File: config.mk
export PLATFORM = sky130hd
export DESIGN_NAME = exec_core
export DESIGN_NICKNAME = d
export VERILOG_FILES = /design/src/exec_core_pkg.sv /design/src/exec_core.sv /design/src/result_stage.sv /design/src/execute_stage.sv /design/src/decode_stage.sv /design/src/pipe_reg.sv /design/src/forward_unit.sv /design/src/alu.sv
export VERILOG_INCLUDE_DIRS = /design/src /design/src/include
export SDC_FILE = /design/constraint.sdc
export NUM_CORES = 1
export LEC_CHECK = 0
export ABC_AREA = 1
export BUFFER_PORTS_ARGS = -buffer_cell sky130_fd_sc_hd__buf_2
export CORE_MARGIN = 2
export CORE_UTILIZATION = 60
export DETAILED_ROUTE_END_ITERATION = 10
export GPL_TIMING_DRIVEN = 1
export PLACE_DENSITY = 0.78
export SLEW_MARGIN = 20
export SYNTH_ARGS = -nofsm -noshare
export SYNTH_HDL_FRONTEND = slang
export SYNTH_SLANG_ARGS = --single-unit
export TNS_END_PERCENT = 50
File: constraint.sdc
create_clock -name clk -period 9.6 [get_ports clk]
set_clock_uncertainty 0.2 [all_clocks]
set_input_delay 1.92 -clock clk [delete_from_list [all_inputs] [get_ports clk]]
set_output_delay 1.92 -clock clk [all_outputs]
set_load 0.01 [all_outputs]
File: src/include/exec_core_macros.svh
`ifndef EXEC_CORE_MACROS_SVH
`define EXEC_CORE_MACROS_SVH

// Data and instruction word
`define WORD_W 16

// Architectural register file
`define REG_CNT 8
`define REG_IDX_W 3

`endif
File: src/exec_core_pkg.sv
`include "exec_core_macros.svh"

package exec_core_pkg;

  typedef enum logic [4:0] {
    OP_HALT  = 5'b00000,
    OP_NOP   = 5'b00001,
    OP_J     = 5'b00100,
    OP_JR    = 5'b00101,
    OP_JAL   = 5'b00110,
    OP_JALR  = 5'b00111,
    OP_ADDI  = 5'b01000,
    OP_SUBI  = 5'b01001,
    OP_XORI  = 5'b01010,
    OP_ANDNI = 5'b01011,
    OP_BEQZ  = 5'b01100,
    OP_BNEZ  = 5'b01101,
    OP_BLTZ  = 5'b01110,
    OP_BGEZ  = 5'b01111,
    OP_SLBI  = 5'b10010,
    OP_ROLI  = 5'b10100,
    OP_SLLI  = 5'b10101,
    OP_RORI  = 5'b10110,
    OP_SRLI  = 5'b10111,
    OP_LBI   = 5'b11000,
    OP_BTR   = 5'b11001,
    OP_SHIFT = 5'b11010,
    OP_ARITH = 5'b11011,
    OP_SEQ   = 5'b11100,
    OP_SLT   = 5'b11101,
    OP_SLE   = 5'b11110,
    OP_SCO   = 5'b11111
  } opcode_e;

  typedef enum logic [2:0] {
    ALU_ADD, ALU_XOR, ALU_ANDN, ALU_ROL, ALU_SLL, ALU_ROR, ALU_SRL
  } alu_op_e;

  typedef enum logic [1:0] {
    SRC_A_RS, SRC_A_SHL8, SRC_A_ZERO
  } src_a_e;

  // NEG variants feed 16 minus the low amount bits, for ror as a rotate left
  typedef enum logic [2:0] {
    SRC_B_RT, SRC_B_IMM5, SRC_B_IMM8, SRC_B_RT_NEG, SRC_B_IMM_NEG, SRC_B_ZERO
  } src_b_e;

  typedef enum logic [1:0] {
    RES_ALU, RES_SET, RES_BTR, RES_LINK
  } res_sel_e;

  typedef enum logic [3:0] {
    BR_NONE, BR_BEQZ, BR_BNEZ, BR_BLTZ, BR_BGEZ, BR_J, BR_JR, BR_JAL, BR_JALR
  } br_kind_e;

  typedef struct packed {
    logic [`WORD_W-1:0]    rs_data;
    logic [`WORD_W-1:0]    rt_data;
    logic [`REG_IDX_W-1:0] rs_idx;
    logic [`REG_IDX_W-1:0] rt_idx;
    logic [`REG_IDX_W-1:0] rd_idx;
    logic                  uses_rs;
    logic                  uses_rt;
    logic [`WORD_W-1:0]    imm5;
    logic [`WORD_W-1:0]    imm8;
    logic [`WORD_W-1:0]    imm11;
    logic [`WORD_W-1:0]    pc_plus_two;
    alu_op_e               alu_op;
    src_a_e                src_a;
    src_b_e                src_b;
    res_sel_e              res_sel;
    br_kind_e              br_kind;
    logic                  inv_a;
    logic                  inv_b;
    logic                  cin;
    logic [1:0]            set_cond;
    logic                  reg_write;
  } id_ex_t;

  typedef struct packed {
    logic [`REG_IDX_W-1:0] dst;
    logic                  reg_write;
    logic [`WORD_W-1:0]    data;
  } ex_wb_t;

endpackage

File: src/exec_core.sv
`timescale 1ns/1ps
`include "exec_core_macros.svh"

module exec_core (
  input  logic                  clk,
  input  logic                  rst_n,
  input  logic                  instr_valid,
  input  logic [`WORD_W-1:0]    instr,
  input  logic [`WORD_W-1:0]    pc_plus_two,
  output logic                  redirect,
  output logic [`WORD_W-1:0]    next_pc,
  output logic                  wb_valid,
  output logic                  wb_en,
  output logic [`REG_IDX_W-1:0] wb_reg,
  output logic [`WORD_W-1:0]    wb_data
);
  import exec_core_pkg::*;

  id_ex_t                dec_out;
  id_ex_t                idex_q;
  ex_wb_t                ex_res;
  logic                  dec_valid;
  logic                  idex_valid;
  logic                  ex_valid;
  logic [`WORD_W-1:0]    exmem_data;
  logic                  exmem_write;
  logic [`REG_IDX_W-1:0] exmem_dst;

  // Slot behind a taken branch is dropped at decode
  decode_stage decode_i (
    .clk         (clk),
    .rst_n       (rst_n),
    .instr_valid (instr_valid),
    .instr       (instr),
    .pc_plus_two (pc_plus_two),
    .squash      (redirect),
    .wr_en       (wb_en),
    .wr_reg      (wb_reg),
    .wr_data     (wb_data),
    .id_out      (dec_out),
    .id_valid    (dec_valid)
  );

  pipe_reg #(.payload_t(id_ex_t)) idex_reg_i (
    .clk       (clk),
    .rst_n     (rst_n),
    .clear     (1'b0),
    .in_valid  (dec_valid),
    .in_data   (dec_out),
    .out_valid (idex_valid),
    .out_data  (idex_q)
  );

  execute_stage execute_i (
    .id_in       (idex_q),
    .id_valid    (idex_valid),
    .exmem_data  (exmem_data),
    .exmem_write (exmem_write),
    .exmem_dst   (exmem_dst),
    .memwb_data  (wb_data),
    .memwb_write (wb_en),
    .memwb_dst   (wb_reg),
    .ex_out      (ex_res),
    .ex_valid    (ex_valid),
    .redirect    (redirect),
    .next_pc     (next_pc)
  );

  result_stage result_i (
    .clk         (clk),
    .rst_n       (rst_n),
    .ex_in       (ex_res),
    .ex_valid    (ex_valid),
    .exmem_data  (exmem_data),
    .exmem_write (exmem_write),
    .exmem_dst   (exmem_dst),
    .wb_valid    (wb_valid),
    .wb_en       (wb_en),
    .wb_reg      (wb_reg),
    .wb_data     (wb_data)
  );

endmodule

File: src/result_stage.sv
`timescale 1ns/1ps
`include "exec_core_macros.svh"

module result_stage (
  input  logic                  clk,
  input  logic                  rst_n,
  input  exec_core_pkg::ex_wb_t ex_in,
  input  logic                  ex_valid,
  output logic [`WORD_W-1:0]    exmem_data,
  output logic                  exmem_write,
  output logic [`REG_IDX_W-1:0] exmem_dst,
  output logic                  wb_valid,
  output logic                  wb_en,
  output logic [`REG_IDX_W-1:0] wb_reg,
  output logic [`WORD_W-1:0]    wb_data
);
  import exec_core_pkg::*;

  ex_wb_t exmem_q;
  ex_wb_t memwb_q;
  logic   exmem_valid;

  pipe_reg #(.payload_t(ex_wb_t)) exmem_reg_i (
    .clk       (clk),
    .rst_n     (rst_n),
    .clear     (1'b0),
    .in_valid  (ex_valid),
    .in_data   (ex_in),
    .out_valid (exmem_valid),
    .out_data  (exmem_q)
  );

  pipe_reg #(.payload_t(ex_wb_t)) memwb_reg_i (
    .clk       (clk),
    .rst_n     (rst_n),
    .clear     (1'b0),
    .in_valid  (exmem_valid),
    .in_data   (exmem_q),
    .out_valid (wb_valid),
    .out_data  (memwb_q)
  );

  assign exmem_data  = exmem_q.data;
  assign exmem_write = exmem_valid & exmem_q.reg_write;
  assign exmem_dst   = exmem_q.dst;

  assign wb_en   = wb_valid & memwb_q.reg_write;
  assign wb_reg  = memwb_q.dst;
  assign wb_data = memwb_q.data;

  // A retiring entry carries known control, and known data when it writes
  assert property (@(posedge clk) disable iff (!rst_n)
    wb_valid |-> !$isunknown(memwb_q.reg_write) &&
                 (!memwb_q.reg_write || !$isunknown({wb_reg, wb_data})))
    else $error("result: write-back with unknown control or data");

endmodule

File: src/execute_stage.sv
`timescale 1ns/1ps
`include "exec_core_macros.svh"

module execute_stage (
  input  exec_core_pkg::id_ex_t id_in,
  input  logic                  id_valid,
  input  logic [`WORD_W-1:0]    exmem_data,
  input  logic                  exmem_write,
  input  logic [`REG_IDX_W-1:0] exmem_dst,
  input  logic [`WORD_W-1:0]    memwb_data,
  input  logic                  memwb_write,
  input  logic [`REG_IDX_W-1:0] memwb_dst,
  output exec_core_pkg::ex_wb_t ex_out,
  output logic                  ex_valid,
  output logic                  redirect,
  output logic [`WORD_W-1:0]    next_pc
);
  import exec_core_pkg::*;

  localparam int SH_W = $clog2(`WORD_W);
  localparam logic [`WORD_W-1:0] FULL_AMT = `WORD_W;

  logic [1:0]         fwd_a;
  logic [1:0]         fwd_b;
  logic [`WORD_W-1:0] rs_val;
  logic [`WORD_W-1:0] rt_val;
  logic [`WORD_W-1:0] op_a;
  logic [`WORD_W-1:0] op_b;
  logic [`WORD_W-1:0] alu_out;
  logic [`WORD_W-1:0] btr_val;
  logic               carry;
  logic               ofl;
  logic               zero;
  logic               less;
  logic               set_bit;
  logic               taken;

  function automatic logic [`WORD_W-1:0] neg_amt(input logic [`WORD_W-1:0] v);
    return FULL_AMT - {{(`WORD_W-SH_W){1'b0}}, v[SH_W-1:0]};
  endfunction

  forward_unit fwd_i (
    .rs_idx      (id_in.rs_idx),
    .rt_idx      (id_in.rt_idx),
    .uses_rs     (id_in.uses_rs),
    .uses_rt     (id_in.uses_rt),
    .exmem_write (exmem_write),
    .exmem_dst   (exmem_dst),
    .memwb_write (memwb_write),
    .memwb_dst   (memwb_dst),
    .fwd_a       (fwd_a),
    .fwd_b       (fwd_b)
  );

  assign rs_val = (fwd_a == 2'd1) ? exmem_data :
                  (fwd_a == 2'd2) ? memwb_data : id_in.rs_data;
  assign rt_val = (fwd_b == 2'd1) ? exmem_data :
                  (fwd_b == 2'd2) ? memwb_data : id_in.rt_data;

  // Shifted and 16-minus forms are built from the forwarded values
  always_comb begin
    case (id_in.src_a)
      SRC_A_RS:   op_a = rs_val;
      SRC_A_SHL8: op_a = rs_val << 8;
      default:    op_a = '0;
    endcase
    case (id_in.src_b)
      SRC_B_RT:      op_b = rt_val;
      SRC_B_IMM5:    op_b = id_in.imm5;
      SRC_B_IMM8:    op_b = id_in.imm8;
      SRC_B_RT_NEG:  op_b = neg_amt(rt_val);
      SRC_B_IMM_NEG: op_b = neg_amt(id_in.imm5);
      default:       op_b = '0;
    endcase
  end

  alu alu_i (
    .a     (op_a),
    .b     (op_b),
    .op    (id_in.alu_op),
    .inv_a (id_in.inv_a),
    .inv_b (id_in.inv_b),
    .cin   (id_in.cin),
    .out   (alu_out),
    .carry (carry),
    .ofl   (ofl),
    .zero  (zero)
  );

  assign less = alu_out[`WORD_W-1] ^ ofl;

  always_comb begin
    case (id_in.set_cond)
      2'b00:   set_bit = zero;
      2'b01:   set_bit = less;
      2'b10:   set_bit = less | zero;
      default: set_bit = carry;
    endcase
    for (int i = 0; i < `WORD_W; i++) begin
      btr_val[i] = op_a[`WORD_W-1-i];
    end
  end

  always_comb begin
    case (id_in.br_kind)
      BR_NONE: taken = 1'b0;
      BR_BEQZ: taken = (op_a == '0);
      BR_BNEZ: taken = (op_a != '0);
      BR_BLTZ: taken = op_a[`WORD_W-1];
      BR_BGEZ: taken = !op_a[`WORD_W-1];
      default: taken = 1'b1;
    endcase
    case (id_in.br_kind)
      BR_NONE:        next_pc = id_in.pc_plus_two;
      BR_J, BR_JAL:   next_pc = id_in.pc_plus_two + id_in.imm11;
      BR_JR, BR_JALR: next_pc = op_a + id_in.imm8;
      default:        next_pc = id_in.pc_plus_two + id_in.imm8;
    endcase
  end

  assign redirect = id_valid & taken;
  assign ex_valid = id_valid;

  always_comb begin
    ex_out.dst       = id_in.rd_idx;
    ex_out.reg_write = id_in.reg_write;
    case (id_in.res_sel)
      RES_SET:  ex_out.data = {{(`WORD_W-1){1'b0}}, set_bit};
      RES_BTR:  ex_out.data = btr_val;
      RES_LINK: ex_out.data = id_in.pc_plus_two;
      default:  ex_out.data = alu_out;
    endcase
  end

  // A taken branch needs a fully resolved target
  always_comb begin
    assert final (!redirect || !$isunknown(next_pc))
      else $error("execute: redirect without a valid branch target");
  end

endmodule

File: src/decode_stage.sv
`timescale 1ns/1ps
`include "exec_core_macros.svh"

module decode_stage (
  input  logic                  clk,
  input  logic                  rst_n,
  input  logic                  instr_valid,
  input  logic [`WORD_W-1:0]    instr,
  input  logic [`WORD_W-1:0]    pc_plus_two,
  input  logic                  squash,
  input  logic                  wr_en,
  input  logic [`REG_IDX_W-1:0] wr_reg,
  input  logic [`WORD_W-1:0]    wr_data,
  output exec_core_pkg::id_ex_t id_out,
  output logic                  id_valid
);
  import exec_core_pkg::*;

  logic [`WORD_W-1:0]    regs [`REG_CNT];
  logic [`REG_IDX_W-1:0] rs_idx;
  logic [`REG_IDX_W-1:0] rt_idx;
  opcode_e               opcode;
  logic                  undef_op;
  logic                  zext_imm5;
  logic                  zext_imm8;

  // func 01 is the subtract, done as B + ~A + 1
  function automatic alu_op_e arith_op(input logic [1:0] func);
    case (func)
      2'b10:   return ALU_XOR;
      2'b11:   return ALU_ANDN;
      default: return ALU_ADD;
    endcase
  endfunction

  // ror runs as rol with a 16-minus amount
  function automatic alu_op_e shift_op(input logic [1:0] func);
    case (func)
      2'b01:   return ALU_SLL;
      2'b11:   return ALU_SRL;
      default: return ALU_ROL;
    endcase
  endfunction

  function automatic br_kind_e cond_kind(input logic [1:0] func);
    case (func)
      2'b00:   return BR_BEQZ;
      2'b01:   return BR_BNEZ;
      2'b10:   return BR_BLTZ;
      default: return BR_BGEZ;
    endcase
  endfunction

  assign rs_idx   = instr[10:8];
  assign rt_idx   = instr[7:5];
  assign id_valid = instr_valid & ~squash;

  always_ff @(posedge clk) begin
    if (!rst_n) begin
      for (int i = 0; i < `REG_CNT; i++) begin
        regs[i] <= '0;
      end
    end else if (wr_en) begin
      regs[wr_reg] <= wr_data;
    end
  end

  always_comb begin
    opcode    = opcode_e'(instr[15:11]);
    zext_imm5 = (opcode == OP_XORI) || (opcode == OP_ANDNI);
    zext_imm8 = (opcode == OP_SLBI);
    undef_op  = 1'b0;

    id_out = '0;
    // Write-through so a result retiring this cycle is seen
    id_out.rs_data     = (wr_en && wr_reg == rs_idx) ? wr_data : regs[rs_idx];
    id_out.rt_data     = (wr_en && wr_reg == rt_idx) ? wr_data : regs[rt_idx];
    id_out.rs_idx      = rs_idx;
    id_out.rt_idx      = rt_idx;
    id_out.rd_idx      = instr[4:2];
    id_out.imm5        = {{11{instr[4] & ~zext_imm5}}, instr[4:0]};
    id_out.imm8        = {{8{instr[7] & ~zext_imm8}}, instr[7:0]};
    id_out.imm11       = {{5{instr[10]}}, instr[10:0]};
    id_out.pc_plus_two = pc_plus_two;
    id_out.src_a       = SRC_A_RS;
    id_out.src_b       = SRC_B_ZERO;
    id_out.alu_op      = ALU_ADD;
    id_out.res_sel     = RES_ALU;
    id_out.br_kind     = BR_NONE;
    id_out.set_cond    = instr[12:11];

    case (opcode)
      OP_HALT, OP_NOP: begin
        id_out.reg_write = 1'b0;
      end
      OP_ADDI, OP_SUBI, OP_XORI, OP_ANDNI: begin
        id_out.uses_rs   = 1'b1;
        id_out.src_b     = SRC_B_IMM5;
        id_out.rd_idx    = instr[7:5];
        id_out.reg_write = 1'b1;
        id_out.alu_op    = arith_op(instr[12:11]);
        id_out.inv_a     = (instr[12:11] == 2'b01);
        id_out.cin       = (instr[12:11] == 2'b01);
      end
      OP_ROLI, OP_SLLI, OP_RORI, OP_SRLI: begin
        id_out.uses_rs   = 1'b1;
        id_out.src_b     = (instr[12:11] == 2'b10) ? SRC_B_IMM_NEG : SRC_B_IMM5;
        id_out.rd_idx    = instr[7:5];
        id_out.reg_write = 1'b1;
        id_out.alu_op    = shift_op(instr[12:11]);
      end
      OP_ARITH: begin
        id_out.uses_rs   = 1'b1;
        id_out.uses_rt   = 1'b1;
        id_out.src_b     = SRC_B_RT;
        id_out.reg_write = 1'b1;
        id_out.alu_op    = arith_op(instr[1:0]);
        id_out.inv_a     = (instr[1:0] == 2'b01);
        id_out.cin       = (instr[1:0] == 2'b01);
      end
      OP_SHIFT: begin
        id_out.uses_rs   = 1'b1;
        id_out.uses_rt   = 1'b1;
        id_out.src_b     = (instr[1:0] == 2'b10) ? SRC_B_RT_NEG : SRC_B_RT;
        id_out.reg_write = 1'b1;
        id_out.alu_op    = shift_op(instr[1:0]);
      end
      OP_BTR: begin
        id_out.uses_rs   = 1'b1;
        id_out.res_sel   = RES_BTR;
        id_out.reg_write = 1'b1;
      end
      OP_SEQ, OP_SLT, OP_SLE, OP_SCO: begin
        id_out.uses_rs   = 1'b1;
        id_out.uses_rt   = 1'b1;
        id_out.src_b     = SRC_B_RT;
        id_out.res_sel   = RES_SET;
        id_out.reg_write = 1'b1;
        // sco wants the plain carry of rs + rt
        id_out.inv_b     = (opcode != OP_SCO);
        id_out.cin       = (opcode != OP_SCO);
      end
      OP_LBI, OP_SLBI: begin
        id_out.uses_rs   = (opcode == OP_SLBI);
        id_out.src_a     = (opcode == OP_SLBI) ? SRC_A_SHL8 : SRC_A_ZERO;
        id_out.src_b     = SRC_B_IMM8;
        id_out.rd_idx    = rs_idx;
        id_out.reg_write = 1'b1;
      end
      OP_BEQZ, OP_BNEZ, OP_BLTZ, OP_BGEZ: begin
        id_out.uses_rs = 1'b1;
        id_out.br_kind = cond_kind(instr[12:11]);
      end
      OP_J, OP_JAL: begin
        id_out.br_kind   = (opcode == OP_JAL) ? BR_JAL : BR_J;
        id_out.rd_idx    = '1;
        id_out.res_sel   = RES_LINK;
        id_out.reg_write = (opcode == OP_JAL);
      end
      OP_JR, OP_JALR: begin
        id_out.uses_rs   = 1'b1;
        id_out.br_kind   = (opcode == OP_JALR) ? BR_JALR : BR_JR;
        id_out.rd_idx    = '1;
        id_out.res_sel   = RES_LINK;
        id_out.reg_write = (opcode == OP_JALR);
      end
      default: undef_op = 1'b1;
    endcase
  end

  assert property (@(posedge clk) disable iff (!rst_n) instr_valid |-> !undef_op)
    else $error("decode: undefined opcode %b", instr[15:11]);

endmodule

File: src/pipe_reg.sv
`timescale 1ns/1ps

module pipe_reg #(
  parameter type payload_t = logic
) (
  input  logic     clk,
  input  logic     rst_n,
  input  logic     clear,
  input  logic     in_valid,
  input  payload_t in_data,
  output logic     out_valid,
  output payload_t out_data
);

  always_ff @(posedge clk) begin
    if (!rst_n || clear) begin
      out_valid <= 1'b0;
    end else begin
      out_valid <= in_valid;
    end
  end

  // Payload only moves with a valid entry
  always_ff @(posedge clk) begin
    if (in_valid) begin
      out_data <= in_data;
    end
  end

endmodule

File: src/forward_unit.sv
`timescale 1ns/1ps
`include "exec_core_macros.svh"

module forward_unit (
  input  logic [`REG_IDX_W-1:0] rs_idx,
  input  logic [`REG_IDX_W-1:0] rt_idx,
  input  logic                  uses_rs,
  input  logic                  uses_rt,
  input  logic                  exmem_write,
  input  logic [`REG_IDX_W-1:0] exmem_dst,
  input  logic                  memwb_write,
  input  logic [`REG_IDX_W-1:0] memwb_dst,
  output logic [1:0]            fwd_a,
  output logic [1:0]            fwd_b
);

  // 0 register file, 1 EX/MEM, 2 MEM/WB; the younger result wins
  function automatic logic [1:0] fwd_sel(
    input logic                  used,
    input logic [`REG_IDX_W-1:0] idx,
    input logic                  ex_wr,
    input logic [`REG_IDX_W-1:0] ex_dst,
    input logic                  wb_wr,
    input logic [`REG_IDX_W-1:0] wb_dst
  );
    if (used && ex_wr && ex_dst == idx) begin
      return 2'd1;
    end
    if (used && wb_wr && wb_dst == idx) begin
      return 2'd2;
    end
    return 2'd0;
  endfunction

  assign fwd_a = fwd_sel(uses_rs, rs_idx, exmem_write, exmem_dst, memwb_write, memwb_dst);
  assign fwd_b = fwd_sel(uses_rt, rt_idx, exmem_write, exmem_dst, memwb_write, memwb_dst);

endmodule

File: src/alu.sv
`timescale 1ns/1ps
`include "exec_core_macros.svh"

module alu (
  input  logic [`WORD_W-1:0]     a,
  input  logic [`WORD_W-1:0]     b,
  input  exec_core_pkg::alu_op_e op,
  input  logic                   inv_a,
  input  logic                   inv_b,
  input  logic                   cin,
  output logic [`WORD_W-1:0]     out,
  output logic                   carry,
  output logic                   ofl,
  output logic                   zero
);
  import exec_core_pkg::*;

  localparam int SH_W = $clog2(`WORD_W);

  logic [`WORD_W-1:0]   a_in;
  logic [`WORD_W-1:0]   b_in;
  logic [`WORD_W:0]     sum;
  logic [SH_W-1:0]      amt;
  logic [2*`WORD_W-1:0] rol_dbl;
  logic [2*`WORD_W-1:0] ror_dbl;

  assign a_in = inv_a ? ~a : a;
  assign b_in = inv_b ? ~b : b;
  assign sum  = {1'b0, a_in} + {1'b0, b_in} + {{`WORD_W{1'b0}}, cin};
  assign amt  = b[SH_W-1:0];

  // Doubled copy carries the wrapped bits of a rotate
  assign rol_dbl = {a, a} << amt;
  assign ror_dbl = {a, a} >> amt;

  always_comb begin
    case (op)
      ALU_ADD:  out = sum[`WORD_W-1:0];
      ALU_XOR:  out = a ^ b;
      ALU_ANDN: out = a & ~b;
      ALU_ROL:  out = rol_dbl[2*`WORD_W-1:`WORD_W];
      ALU_SLL:  out = a << amt;
      ALU_ROR:  out = ror_dbl[`WORD_W-1:0];
      ALU_SRL:  out = a >> amt;
      default:  out = '0;
    endcase
  end

  assign carry = sum[`WORD_W];
  // Signed overflow, taken on the operands after inversion
  assign ofl   = (a_in[`WORD_W-1] == b_in[`WORD_W-1]) &&
                 (sum[`WORD_W-1] != a_in[`WORD_W-1]);
  assign zero  = (out == '0);

endmodule

# Word-level counts from Yosys, hierarchy flattened
# Memory sizes are Yosys's and may differ from the RTL's.
# Index checks and enable logic that the tools add are counted.
[word_totals]
ff_bits = 148
ram_bits = 128
in_bits = 35
word_cells = 219
memories = 1
[memory_table]
columns = ["name", "depth", "width", "rd", "rd_ports_with_merged_regs", "write_ports", "line_no", "rtl"]
rows = [
  ["decode_i.regs", 8, 16, 2, 0, 8, "decode_stage.sv:19", "logic [`WORD_W-1:0] regs [`REG_CNT];"],
]
[op_classes]
n_addsub = 7
n_eq_ne = 68
shifts = 4
mux = 56
bitwise_logic = 15
reduce_logical = 38
[ops]
columns = ["op", "count"]
rows = [
  ["$mux 16", 9],
  ["$pmux 16 s7", 1],
  ["$pmux 16 s3", 2],
  ["$pmux 16 s5", 1],
  ["$eq 5x5->1 const B", 13],
  ["$add 16x16->16", 3],
  ["$eq 5x4->1 const B", 8],
  ["$logic_not 16->1", 2],
  ["$not 16->16", 2],
  ["$pmux 16 s2", 1],
  ["$shl 32x4->32", 1],
  ["$shr 32x4->16", 1],
  ["$mux 2", 11],
  ["$reduce_or 21->1", 1],
  ["$eq 5x3->1 const B", 4],
  ["$reduce_or 4->1", 5],
  ["$eq 2x2->1 const B", 9],
  ["$eq 3x3->1", 6],
  ["$pmux 3 s3", 2],
  ["$add 16x16->17", 1],
  ["$add 17x1->17", 1],
  ["$reduce_or 17->1", 1],
  ["$and 16x16->16", 1],
  ["$eq 4x3->1 const B", 4],
  ["42 further kinds", 98],
]

# Logic depth before layout (Yosys ltp)
# Gate-level depths: netlist (run 1).
[logic_depth]
depth_word = 22
ltp_mapped = 42

# Modules after synthesis
# Synthesis (run 1) repeated with hierarchy kept, for this count alone.
[hier_totals]
cells_unflattened = 2928
hier_area_um2 = 21715.8
[modules_own_cells]
columns = ["mod", "n_inst", "cells_per_inst", "area_per_inst_um2"]
rows = [
  ["decode_stage", 1, 1131, 8728.4],
  ["alu", 1, 809, 3890.0],
  ["pipe_reg at idex_reg_i", 1, 130, 3843.7],
  ["execute_stage", 1, 742, 3719.8],
  ["pipe_reg at result_i.exmem_reg_i ...", 2, 23, 630.6],
  ["forward_unit", 1, 64, 250.2],
  ["result_stage", 1, 5, 18.8],
  ["exec_core", 1, 1, 3.8],
]

# Worst setup path before layout (run 1)
# No wires, ideal clock.
[synth_timing]
path_kind = "flip-flop to output port"
start = "register result_i.exmem_reg_i.out_valid"
end = "output next_pc[15]"
arrival_ns = 3.996
required_ns = 7.480
path_slack_ns = 3.484
path_stages_with_launch = 27
cell_sequence = "dfxtp_1 -> nand3_1 -> inv_1 -> nand2_1 -> nor2_1 -> buf_2 -> nand2_1 -> nand3_1 -> nand2_1 -> o21ai_0 -> ha_1 -> a21oi_1 -> nor2_1 -> nor2_1 -> o21ai_0 -> a31oi_1 -> nor2_1 -> o21ai_0 -> nand2_1 -> a31oi_1 -> o21ai_0 -> nand2_1 -> nand2_1 -> a21oi_1 -> xor2_1 -> nand2_1 -> o211ai_1"
[synth_via]
elab_chain_len = 11
elab_cells_between_ends = 12
cone_classes = "add/sub: 1; eq/ne: 2; mux: 6; bitwise: 1; reduce/logical: 2"
[synth_lines]
columns = ["item", "line_no", "rtl"]
rows = [
  ["start, declared", "pipe_reg.sv:11", "output logic out_valid,"],
  ["start signal, assigned", "pipe_reg.sv:19", "out_valid <= in_valid;"],
  ["$and 1x1->1 *", "result_stage.sv:44", "assign exmem_write = exmem_valid & exmem_q.reg_write;"],
  ["$logic_and 1x1->1 * (2 in series)", "forward_unit.sv:26", "if (used && ex_wr && ex_dst == idx) begin"],
  ["$mux 1 *", "forward_unit.sv:26", ""],
  ["$mux 2 *", "forward_unit.sv:29", "if (used && wb_wr && wb_dst == idx) begin"],
  ["$eq 2x2->1", "execute_stage.sv:56", "(fwd_a == 2'd2) ? memwb_data : id_in.rs_data;"],
  ["$mux 16", "execute_stage.sv:56", ""],
  ["$mux 16 *", "execute_stage.sv:55", "assign rs_val = (fwd_a == 2'd1) ? exmem_data :"],
  ["$pmux 16 s2 *", "execute_stage.sv:62", "case (id_in.src_a)"],
  ["$add 16x16->16 *", "execute_stage.sv:116", "BR_JR, BR_JALR: next_pc = op_a + id_in.imm8;"],
  ["$pmux 16 s3 *", "execute_stage.sv:113", "case (id_in.br_kind)"],
  ["end, declared", "exec_core.sv:11", "output logic [`WORD_W-1:0] next_pc,"],
]
# Every way passes the cells marked *; elsewhere a longest branch is shown, timed or not.

# Final worst setup path (run 1)
[layout_timing]
start = "register idex_reg_i.out_data[94] in the netlist's numbering"
end = "output next_pc[15]"
[layout_via]
elab_chain_len = 12
elab_cells_between_ends = 17
cone_classes = "add/sub: 1; eq/ne: 4; mux: 10; reduce/logical: 2"
[layout_lines]
columns = ["item", "line_no", "rtl"]
rows = [
  ["start, declared", "pipe_reg.sv:12", "output payload_t out_data"],
  ["start signal, assigned", "pipe_reg.sv:26", "out_data <= in_data;"],
  ["$eq 3x3->1", "forward_unit.sv:29", ""],
  ["$logic_and 1x1->1", "forward_unit.sv:29", ""],
  ["$mux 1 (2 in series)", "forward_unit.sv:29", ""],
  ["$mux 2", "forward_unit.sv:32", "return 2'd0;"],
  ["$mux 2 *", "forward_unit.sv:29", ""],
  ["$eq 2x2->1", "execute_stage.sv:56", ""],
  ["$mux 16", "execute_stage.sv:56", ""],
  ["$mux 16 *", "execute_stage.sv:55", ""],
  ["$pmux 16 s2 *", "execute_stage.sv:62", ""],
  ["$add 16x16->16 *", "execute_stage.sv:116", ""],
  ["$pmux 16 s3 *", "execute_stage.sv:113", ""],
]
# Every way passes the cells marked *; elsewhere a longest branch is shown, timed or not. The select of a mux whose other input is x is not followed.

==> Flow_metrics.wiki, run 1 <==
{| class="wikitable"
! Metric !! Value
|-
| Routability cong. || 1.012
|-
| Antenna violations before repair || 0
|-
| Share of the synthesized area in the top cell type || 39.52%
|-
| Placed Instances || 2,952
|-
| Clock-pin slew of the registers on the worst-case setup and hold paths || 0.06 ns
|-
| Startpoint of the most critical hold path || idex_reg_i.out_data[87]
|-
| Buffers added on ports || 72
|-
| Cell with the biggest individual delay on the critical path || sky130_fd_sc_hd__edfxtp_1
|-
| Number of DRC markers in iteration 0 || 2,862
|-
| Number of library cell types mapped by synthesis || 51
|-
| Asr flop ratio synth || 0%
|-
| Number of pins exceeding their max-slew limit in the final report || 0
|-
| Die Outline Area || 33,620 um2
|-
| Routed length per instance || 21.58 um
|-
| Sum of net half-perimeters after detailed placement || 45.46 mm
|-
| Total Power Consumption || 3.578 mW
|-
| DRC violation count after routing || 0
|-
| Unrepaired setup endpoints after global routing || no
|-
| Data arrival, critical path || 5.58 ns
|-
| Most common library cell in the layout ignoring fill and taps || sky130_fd_sc_hd__nand2_1
|-
| Largest cells by area after synthesis || sky130_fd_sc_hd__edfxtp_1 (40%), sky130_fd_sc_hd__nand2_1 (11%), sky130_fd_sc_hd__nand3_1 (7.2%)
|-
| Hold WS || 0.2254 ns
|-
| Total vias in the final route || 19,220
|-
| Number of buffers added to fix hold violations after cts || 0
|-
| TritonCTS sink count || 257
|-
| Final worst slack || 1.902 ns
|-
| Final antenna diode count || 0
|-
| Post-Syn Nets || 2,723
|-
| Post-CTS Resized || 0
|-
| Via count of the first global-routing pass || 17,630
|-
| Final instance area || 20,540 um2
|-
| Number of max-cap violations || 0
|-
| Storage element area || 7689 um2
|-
| Final-layout fill cell count || 2,757
|-
| Number of standard cells in the final layout excluding fillers || 3,004
|-
| Highest-count cells in the layout ignoring fill and taps || sky130_fd_sc_hd__nand2_1 (581), sky130_fd_sc_hd__inv_1 (286), sky130_fd_sc_hd__nor2_1 (277)
|-
| Number of failing setup endpoints in the final timing report || 0
|-
| Count of H-tree levels built during CTS || 1
|-
| Highest net fanout along the worst path || 20
|-
| Cell chosen for the clock root || sky130_fd_sc_hd__clkbuf_16
|-
| Die boundary height || 183.4 um
|-
| # IOs || 73
|-
| End-of-flow core utilization || 64.94%
|-
| Classification of the worst-slack hold path || reg -> reg
|-
| Core area || 31,640 um2
|-
| Max frequency || 129.9 MHz
|-
| Post-CTS setup buffers || 0
|-
| Share of the clock period used by the worst path || 80.19%
|-
| Max IR drop VDD || 0.2198 mV
|-
| Slowest cell delay on critical path || 0.68 ns
|-
| Result of the run || completed
|-
| Min Clock Period, post-route || 7.698 ns
|-
| CP Data Required Time || 7.48 ns
|-
| Worst Setup End Kind || output port
|-
| TritonCTS clock tree || done
|-
| Critical Path Source Type || flip-flop
|-
| Number of synthesis warnings || 0
|-
| Post-Synthesis Cells || 2,617
|-
| Global-route usage over all layers || 38.38%
|-
| Sequential element share of the synthesized area || 39.83%
|-
| Register bit total from synthesis || 257
|-
| Area added between synthesis and finish || 6.444%
|-
| Worst Setup SP || idex_reg_i.out_data[94]
|-
| Power density relative to cell area || 174.2 nW/um2
|-
| Leakage Power || 9.101 nW
|-
| Row count || 65
|-
| Post-detailed-route count of antenna-violating nets || 0
|-
| Worst-case setup slack after placement || 2.282 ns
|-
| Ratio of cells with drive above 1 in the final layout || 7.033%
|-
| Startpoint-to-endpoint class of the critical path || reg -> out
|-
| Via/cell ratio || 6.396
|-
| Clock latency on the worst-skew pair || 0.59 ns
|-
| Starting utilization of the core area || 61.00%
|-
| Library cell appearing most often on the critical path || sky130_fd_sc_hd__nand2_1
|-
| Placement Cell Area || 19,560 um2
|-
| Synth area leader || sky130_fd_sc_hd__edfxtp_1
|-
| Area of the multi-input gates || 9754 um2
|-
| Detailed-route wire length || 64.84 mm
|-
| Detailed-routing iteration count for the pre-antenna-repair pass || 10
|-
| Most used flip-flop cell after synthesis || sky130_fd_sc_hd__edfxtp_1
|-
| Final count of hold timing violations || 0
|-
| R2R Path Start || idex_reg_i.out_data[42]
|-
| Overall overflow remaining after global route || 0
|-
| Worst Tran Pin Value || 1.102 ns
|-
| Headroom to the max-slew limit || 26.54%
|-
| Total Nets Final || 2,686
|-
| Post-synth design cell area || 19,300 um2
|-
| Horiz. Die Dim || 183.4 um
|-
| Mean area per synthesized cell || 7.375 um2
|-
| Final-layout setup total negative slack || 0 ns
|-
| Number of synthesized flops with an enable pin || 254
|-
| Global-route wire length before repair || 99.21 mm
|-
| Largest net degree at the start of global routing || 113
|-
| TritonCTS buffer count || 28
|-
| Buffer depth of the longest clock path || 3
|}
worst max-delay path: cells and delay by family, from the launching register on:
family                   cells  cell delay [ns]
flip-flops                   1             0.68
buffers and inverters        3             0.32
XOR/XNOR                     1             0.16
AO/OA/AOI/OAI                9             1.59
AND/OR/NAND/NOR             14             1.95
adder cells (fa/ha/maj)      1             0.30
power by group:
| group | total, mW | switching (mW) | internal, mW |
|---|---|---|---|
| combinational | 1.08 | 0.756 | 0.326 |
| clock | 1.13 | 0.470 | 0.664 |
| sequential | 1.36 | 0.0536 | 1.31 |
cell families after synthesis:
family	synth area share, %
buffers and inverters	9.705
adder cells (fa/ha/maj)	4.759
flip-flops	39.83
XOR/XNOR	1.997
AO/OA/AOI/OAI	17.40
AND/OR/NAND/NOR	26.31
cells in the mapped netlist, types with 8 or more instances:
cell type	n
sky130_fd_sc_hd__a21oi_1	195
sky130_fd_sc_hd__buf_1	15
sky130_fd_sc_hd__buf_2	17
sky130_fd_sc_hd__buf_4	26
sky130_fd_sc_hd__clkbuf_1	92
sky130_fd_sc_hd__edfxtp_1	254
sky130_fd_sc_hd__ha_1	67
sky130_fd_sc_hd__inv_1	287
sky130_fd_sc_hd__nand2_1	582
sky130_fd_sc_hd__nand2_2	16
sky130_fd_sc_hd__nand3_1	276
sky130_fd_sc_hd__nor2_1	277
sky130_fd_sc_hd__nor3_1	17
sky130_fd_sc_hd__o2111ai_1	8
sky130_fd_sc_hd__o211ai_1	94
sky130_fd_sc_hd__o21ai_0	228
sky130_fd_sc_hd__o221ai_1	19
sky130_fd_sc_hd__or2_2	8
sky130_fd_sc_hd__xor2_1	37
flip-flops by register name, indices dropped and copies added, names as in the netlist:
register / cells
decode_i.regs: 128
idex_reg_i.out_data: 86
idex_reg_i.out_valid: 1
result_i.exmem_reg_i.out_data: 20
result_i.exmem_reg_i.out_valid: 1
result_i.memwb_reg_i.out_data: 20
result_i.memwb_reg_i.out_valid: 1
metal layers:
metal | vias up | global-route usage, % | part of all wire (%)
met4 | 0 | 13.47 | 4.1
met2 | 1355 | 57.91 | 42
met3 | 176 | 8.261 | 13
li1 | 8808 | - | -
met1 | 8876 | 54.82 | 40
met5 | - | 0 | 0
layout make-up:
| cell class | instances | share of cell area (%) |
|---|---|---|
| timing repair buffer | 88 | 2.381 |
| inverter | 301 | 5.530 |
| tap | 402 | 2.448 |
| sequential | 257 | 37.43 |
| clock inverter | 19 | 1.133 |
| multi-input combinational | 1904 | 47.48 |
| clock buffer | 33 | 3.599 |
worst paths after layout:
check                                       to  slack [ns]  cells after the start
max reg2reg   result_i.exmem_reg_i.out_data[0]        2.99                     35
min reg2reg  result_i.exmem_reg_i.out_data[18]        0.23                      0
max                                next_pc[15]        1.90                     28
min          result_i.exmem_reg_i.out_data[18]        0.23                      0
Note: power is estimated with default switching activity, not from simulation.
==> run 2: changes to the inputs <==
ABC_AREA = 0   (was 1)
clock period = 7.3 ns   (was 9.6 ns; I/O delays follow)
==> run 2 against run 1 <==
  * Core utilization rose by 1.8 points
  * Critical path depth fell by 6
  * Setup slack got worse by 1.7 ns
  * Clock power rose by 27%
  * Final cell count fell by 24%
  * First-iteration DRC count fell by 33%
==> Flow_metrics.wiki, run 2 <==
{| class="wikitable"
! Metric !! Value
|-
| Result of the run || completed (unchanged)
|-
| Biggest regs || decode_i.regs x128, idex_reg_i.out_data x86 (unchanged)
|-
| Detailed-route wire length || 62.05 mm (was 64.84 mm)
|-
| Slowest cell delay on critical path || 0.46 ns (was 0.68 ns)
|-
| Total internal power || 3.051 mW (was 2.299 mW)
|-
| Largest cells by area after synthesis || sky130_fd_sc_hd__edfxtp_1 (41%), sky130_fd_sc_hd__mux4_2 (7.8%), sky130_fd_sc_hd__mux2i_1 (4.8%) (was sky130_fd_sc_hd__edfxtp_1 (40%), sky130_fd_sc_hd__nand2_1 (11%), sky130_fd_sc_hd__nand3_1 (7.2%))
|-
| Worst Tran Pin Value || 1.092 ns (was 1.102 ns)
|-
| Asr flop ratio synth || 0% (unchanged)
|-
| Number of max-cap violations || 0 (unchanged)
|-
| Overall overflow remaining after global route || 0 (unchanged)
|-
| Worst-case setup slack after placement || 0.3044 ns (was 2.282 ns)
|-
| Most instantiated cells after synthesis || sky130_fd_sc_hd__edfxtp_1 (254), sky130_fd_sc_hd__a21oi_1 (134), sky130_fd_sc_hd__and2_1 (134), sky130_fd_sc_hd__nand2_1 (133), sky130_fd_sc_hd__nor2_1 (128) (was sky130_fd_sc_hd__nand2_1 (582), sky130_fd_sc_hd__inv_1 (287), sky130_fd_sc_hd__nor2_1 (277), sky130_fd_sc_hd__nand3_1 (276), sky130_fd_sc_hd__edfxtp_1 (254))
|-
| Highest net fanout along the worst path || 9 (was 20)
|-
| Classification of the worst-slack hold path || reg -> reg (unchanged)
|-
| Final antenna diode count || 0 (unchanged)
|-
| Worst-case register-to-register setup slack || 0.36 ns (was 2.99 ns)
|-
| Unrepaired setup endpoints after global routing || yes (was no)
|-
| Number of synthesized flops with an enable pin || 254 (unchanged)
|-
| Global-route wire length before repair || 93.03 mm (was 99.21 mm)
|-
| Starting utilization of the core area || 61.23% (was 61.00%)
|-
| Die Outline Area || 32,820 um2 (was 33,620 um2)
|-
| Hold-critical path depth || 0 (unchanged)
|-
| Hold Path Sink || result_i.exmem_reg_i.out_data[18] (unchanged)
|-
| Critical Path Source Type || flip-flop (unchanged)
|-
| Worst Setup End Kind || output port (unchanged)
|-
| Number of synthesis warnings || 0 (unchanged)
|-
| Routability cong. || 1.041 (was 1.012)
|-
| Antenna violations before repair || 0 (unchanged)
|-
| Number of buffers added to fix hold violations after cts || 0 (unchanged)
|-
| Die boundary height || 181.2 um (was 183.4 um)
|-
| Final worst slack || 0.2064 ns (was 1.902 ns)
|-
| Placed Instances || 2,230 (was 2,952)
|-
| TritonCTS sink count || 257 (unchanged)
|-
| Buffer depth of the longest clock path || 3 (unchanged)
|-
| Number of standard cells in the final layout excluding fillers || 2,285 (was 3,004)
|-
| Power dissipated by switching net loads || 1.514 mW (was 1.279 mW)
|-
| Leakage Power || 7.836 nW (was 9.101 nW)
|-
| Number of failing setup endpoints in the final timing report || 0 (unchanged)
|-
| Min Clock Period, post-route || 7.094 ns
|-
| Most common library cell in the layout ignoring fill and taps || sky130_fd_sc_hd__edfxtp_1 (was sky130_fd_sc_hd__nand2_1)
|-
| Clock network fraction of total power || 31.6% (was 31.7%)
|-
| Combinational power share || 29.0% (was 30.2%)
|-
| Largest net degree at the start of global routing || 53 (was 113)
|-
| TritonCTS clock tree || done (unchanged)
|-
| Library cell appearing most often on the critical path || sky130_fd_sc_hd__o21bai_1 (was sky130_fd_sc_hd__nand2_1)
|-
| Max IR drop VDD || 0.2415 mV (was 0.2198 mV)
|-
| Data arrival, critical path || 5.43 ns (was 5.58 ns)
|-
| Clock latency on the worst-skew pair || 0.57 ns (was 0.59 ns)
|-
| Mean area per synthesized cell || 10.17 um2 (was 7.375 um2)
|-
| Sequential element share of the synthesized area || 40.83% (was 39.83%)
|-
| Post-detailed-route count of antenna-violating nets || 0 (unchanged)
|-
| Register with the highest flop count || decode_i.regs (unchanged)
|-
| Detailed-routing iteration count for the pre-antenna-repair pass || 6 (was 10)
|-
| Headroom to the max-slew limit || 26.90% (was 26.54%)
|-
| Cell chosen for the clock root || sky130_fd_sc_hd__clkbuf_16 (unchanged)
|-
| TritonCTS buffer count || 28 (unchanged)
|-
| Buffers added on ports || 72 (unchanged)
|-
| Most used standard cell by instance count after synthesis || sky130_fd_sc_hd__edfxtp_1 (was sky130_fd_sc_hd__nand2_1)
|-
| Number of pins exceeding their max-slew limit in the final report || 0 (unchanged)
|-
| R2R Path Start || result_i.memwb_reg_i.out_data[19] (was idex_reg_i.out_data[42])
|-
| Post-Synthesis Cells || 1,852 (was 2,617)
|-
| Number of library cell types mapped by synthesis || 86 (was 51)
|-
| Clock-pin slew of the registers on the worst-case setup and hold paths || 0.06 ns (about the same)
|-
| Crit path cell chain || and3_2 -> and4_1 -> a211oi_2 -> nor3_1 -> mux2_2 -> ha_1 -> fa_1 -> a21o_1 -> a21oi_2 -> o21bai_1 -> a21oi_2 -> o21bai_1 -> a21oi_1 -> o21bai_1 -> a21oi_1 -> o21bai_1 -> a21oi_2 -> o21bai_1 -> and3b_1 -> o31ai_1 -> o211ai_1 -> buf_2
|-
| Proportion of power drawn by flip-flops and latches || 39.5% (was 38.1%)
|-
| Count of H-tree levels built during CTS || 1 (unchanged)
|-
| Post-Syn Nets || 1,958 (was 2,723)
|-
| Most used flip-flop cell after synthesis || sky130_fd_sc_hd__edfxtp_1 (unchanged)
|-
| Register bit total from synthesis || 257 (unchanged)
|-
| Share of the clock period used by the worst path || 97.17%
|-
| Via/cell ratio || 6.916 (was 6.396)
|-
| DRC violation count after routing || 0 (unchanged)
|-
| Synth area leader || sky130_fd_sc_hd__edfxtp_1 (unchanged)
|-
| Number of flip-flops under the largest register name || 128 (unchanged)
|-
| CP Data Required Time || 5.64 ns (was 7.48 ns)
|-
| Ratio of cells with drive above 1 in the final layout || 15.83% (was 7.033%)
|-
| Horiz. Die Dim || 181.2 um (was 183.4 um)
|-
| Routed length per instance || 27.16 um (was 21.58 um)
|-
| Number of DRC markers in iteration 0 || 1,904 (was 2,862)
|-
| Area added between synthesis and finish || 8.951% (was 6.444%)
|-
| Total vias in the final route || 15,800 (was 19,220)
|-
| Highest-count cells in the layout ignoring fill and taps || sky130_fd_sc_hd__edfxtp_1 (254), sky130_fd_sc_hd__nand2_1 (133), sky130_fd_sc_hd__and2_1 (133) (was sky130_fd_sc_hd__nand2_1 (581), sky130_fd_sc_hd__inv_1 (286), sky130_fd_sc_hd__nor2_1 (277))
|-
| Final count of hold timing violations || 0 (unchanged)
|-
| Hold WS || 0.2233 ns (was 0.2254 ns)
|-
| Cell with the biggest individual delay on the critical path || sky130_fd_sc_hd__edfxtp_1 (unchanged)
|-
| Global-route usage over all layers || 37.69% (was 38.38%)
|-
| Net switching share of the total power || 33.17% (was 35.75%)
|-
| Startpoint of the most critical hold path || idex_reg_i.out_data[87] (unchanged)
|-
| Row count || 64 (was 65)
|-
| Share of the synthesized area in the top cell type || 40.51% (was 39.52%)
|-
| Max frequency || 141.0 MHz
|-
| Power density relative to cell area || 222.5 nW/um2 (was 174.2 nW/um2)
|-
| # IOs || 73 (unchanged)
|-
| Post-synth design cell area || 18,830 um2 (was 19,300 um2)
|-
| Sum of net half-perimeters after detailed placement || 44.62 mm (was 45.46 mm)
|-
| Total Nets Final || 1,973 (was 2,686)
|-
| Via count of the first global-routing pass || 15,300 (was 17,630)
|-
| R2R Path End || result_i.exmem_reg_i.out_data[0] (unchanged)
|-
| Startpoint-to-endpoint class of the critical path || reg -> out (unchanged)
|-
| Core area || 30,750 um2 (was 31,640 um2)
|-
| Depth of the worst register-to-register path || 28 (was 35)
|}
[run 2: cell types whose count changed in the layout (fill, tap and decap cells not counted), moves of 49 or more]
cell / change
sky130_fd_sc_hd__nor3_1: +53
sky130_fd_sc_hd__mux4_2: +65
sky130_fd_sc_hd__nand2_1: -448
sky130_fd_sc_hd__nor2_1: -149
sky130_fd_sc_hd__a21oi_1: -64
sky130_fd_sc_hd__buf_4: +49
sky130_fd_sc_hd__and2_1: +132
sky130_fd_sc_hd__mux2i_1: +91
sky130_fd_sc_hd__nand3_1: -243
sky130_fd_sc_hd__inv_1: -238
sky130_fd_sc_hd__o21ai_0: -123
sky130_fd_sc_hd__o211ai_1: -78
[run 2: layout make-up]
type,instances,area (um2)
Sequential cell,257,7687
Tap cell,396,495.5
Fill cell,2379,10230
Inverter,54,202.7
Clock inverter,18,190.2
Timing Repair Buffer,138,855.8
Multi-Input combinational cell,1388,10340
Clock buffer,34,743.2
[run 2: metrics by stage]
| step | TNS [ns] | power [mW] | utilization, % | area [um2] |
|---|---|---|---|---|
| 2_1_floorplan | 0 | 2.695 | - | 18830 |
| 3_3_place_gp | 0 | 3.081 | 63.32 | 19470 |
| 3_5_place_dp | 0 | 3.095 | 63.32 | 19470 |
| 4_1_cts | 0 | 4.526 | 66.55 | 20460 |
| 5_1_grt | -0.1077 | 4.732 | 66.72 | 20510 |
| 6_report | 0 | 4.565 | 66.72 | 20510 |
[run 2: metal layers]
layer / up-vias / global-route usage [%] / wire length, um
li1: 6986 / - / -
met1: 7609 / 47.33 / 23000
met2: 967 / 62.01 / 29230
met3: 240 / 5.886 / 5498
met4: 0 / 22.47 / 4323
met5: - / 0 / 0
[run 2: power groups by stage]
stage	Clock [mW]	Combinational (mW)	Sequential, mW
finish	1.44	1.32	1.80
global route	1.51	1.42	1.81
CTS	1.45	1.28	1.80
detailed placement	0	1.27	1.83
global placement	0	1.26	1.82
floorplan	0	0.910	1.78
[run 2: kinds of logic (layout without fill, tap and decap cells)]
kind of cell               count (synthesis)  after routing  share of synthesized area (%)
and+or+nand+nor                          594            594                          15.84
adders and majority gates                 71             71                          4.877
AOI/OAI and AO/OA                        463            463                          15.85
xor gates and xnor gates                  92             92                          4.319
DFF                                      257            257                          40.83
buffers and inverters                    207            244                          4.937
muxes                                    168            168                          13.35
[run 2: how the worst max path moves through the flow]
stage,startpoint,to,slack [ns],depth (start not counted)
after floorplan,idex_reg_i.out_data[43],result_i.exmem_reg_i.out_data[0],0.52,28
after global placement,idex_reg_i.out_data[94],next_pc[14],0.56,22
after detailed placement,idex_reg_i.out_data[94],next_pc[14],0.30,22
after CTS,result_i.memwb_reg_i.out_data[19],next_pc[14],0.07,22
after global routing,result_i.memwb_reg_i.out_data[16],next_pc[14],-0.10,22
final,result_i.memwb_reg_i.out_data[16],next_pc[14],0.21,22
[run 2: worst max-delay path, delay by kind of cell (launching register included)]
family	cells	cell delay (ns)
multiplexers	1	0.29
AO/OA/AOI/OAI	14	2.38
adder cells (fa/ha/maj)	2	0.65
flip-flops	1	0.46
buffers and inverters	1	0.16
AND/OR/NAND/NOR	4	0.94
[run 2: timing repair]
| item | CTS | global route |
|---|---|---|
| setup buffers | 2 | 1 |
| gates resized for setup | 5 | 8 |
| endpoints found under the setup margin | 2 | 5 |
| endpoints found under the hold margin | 0 | 0 |
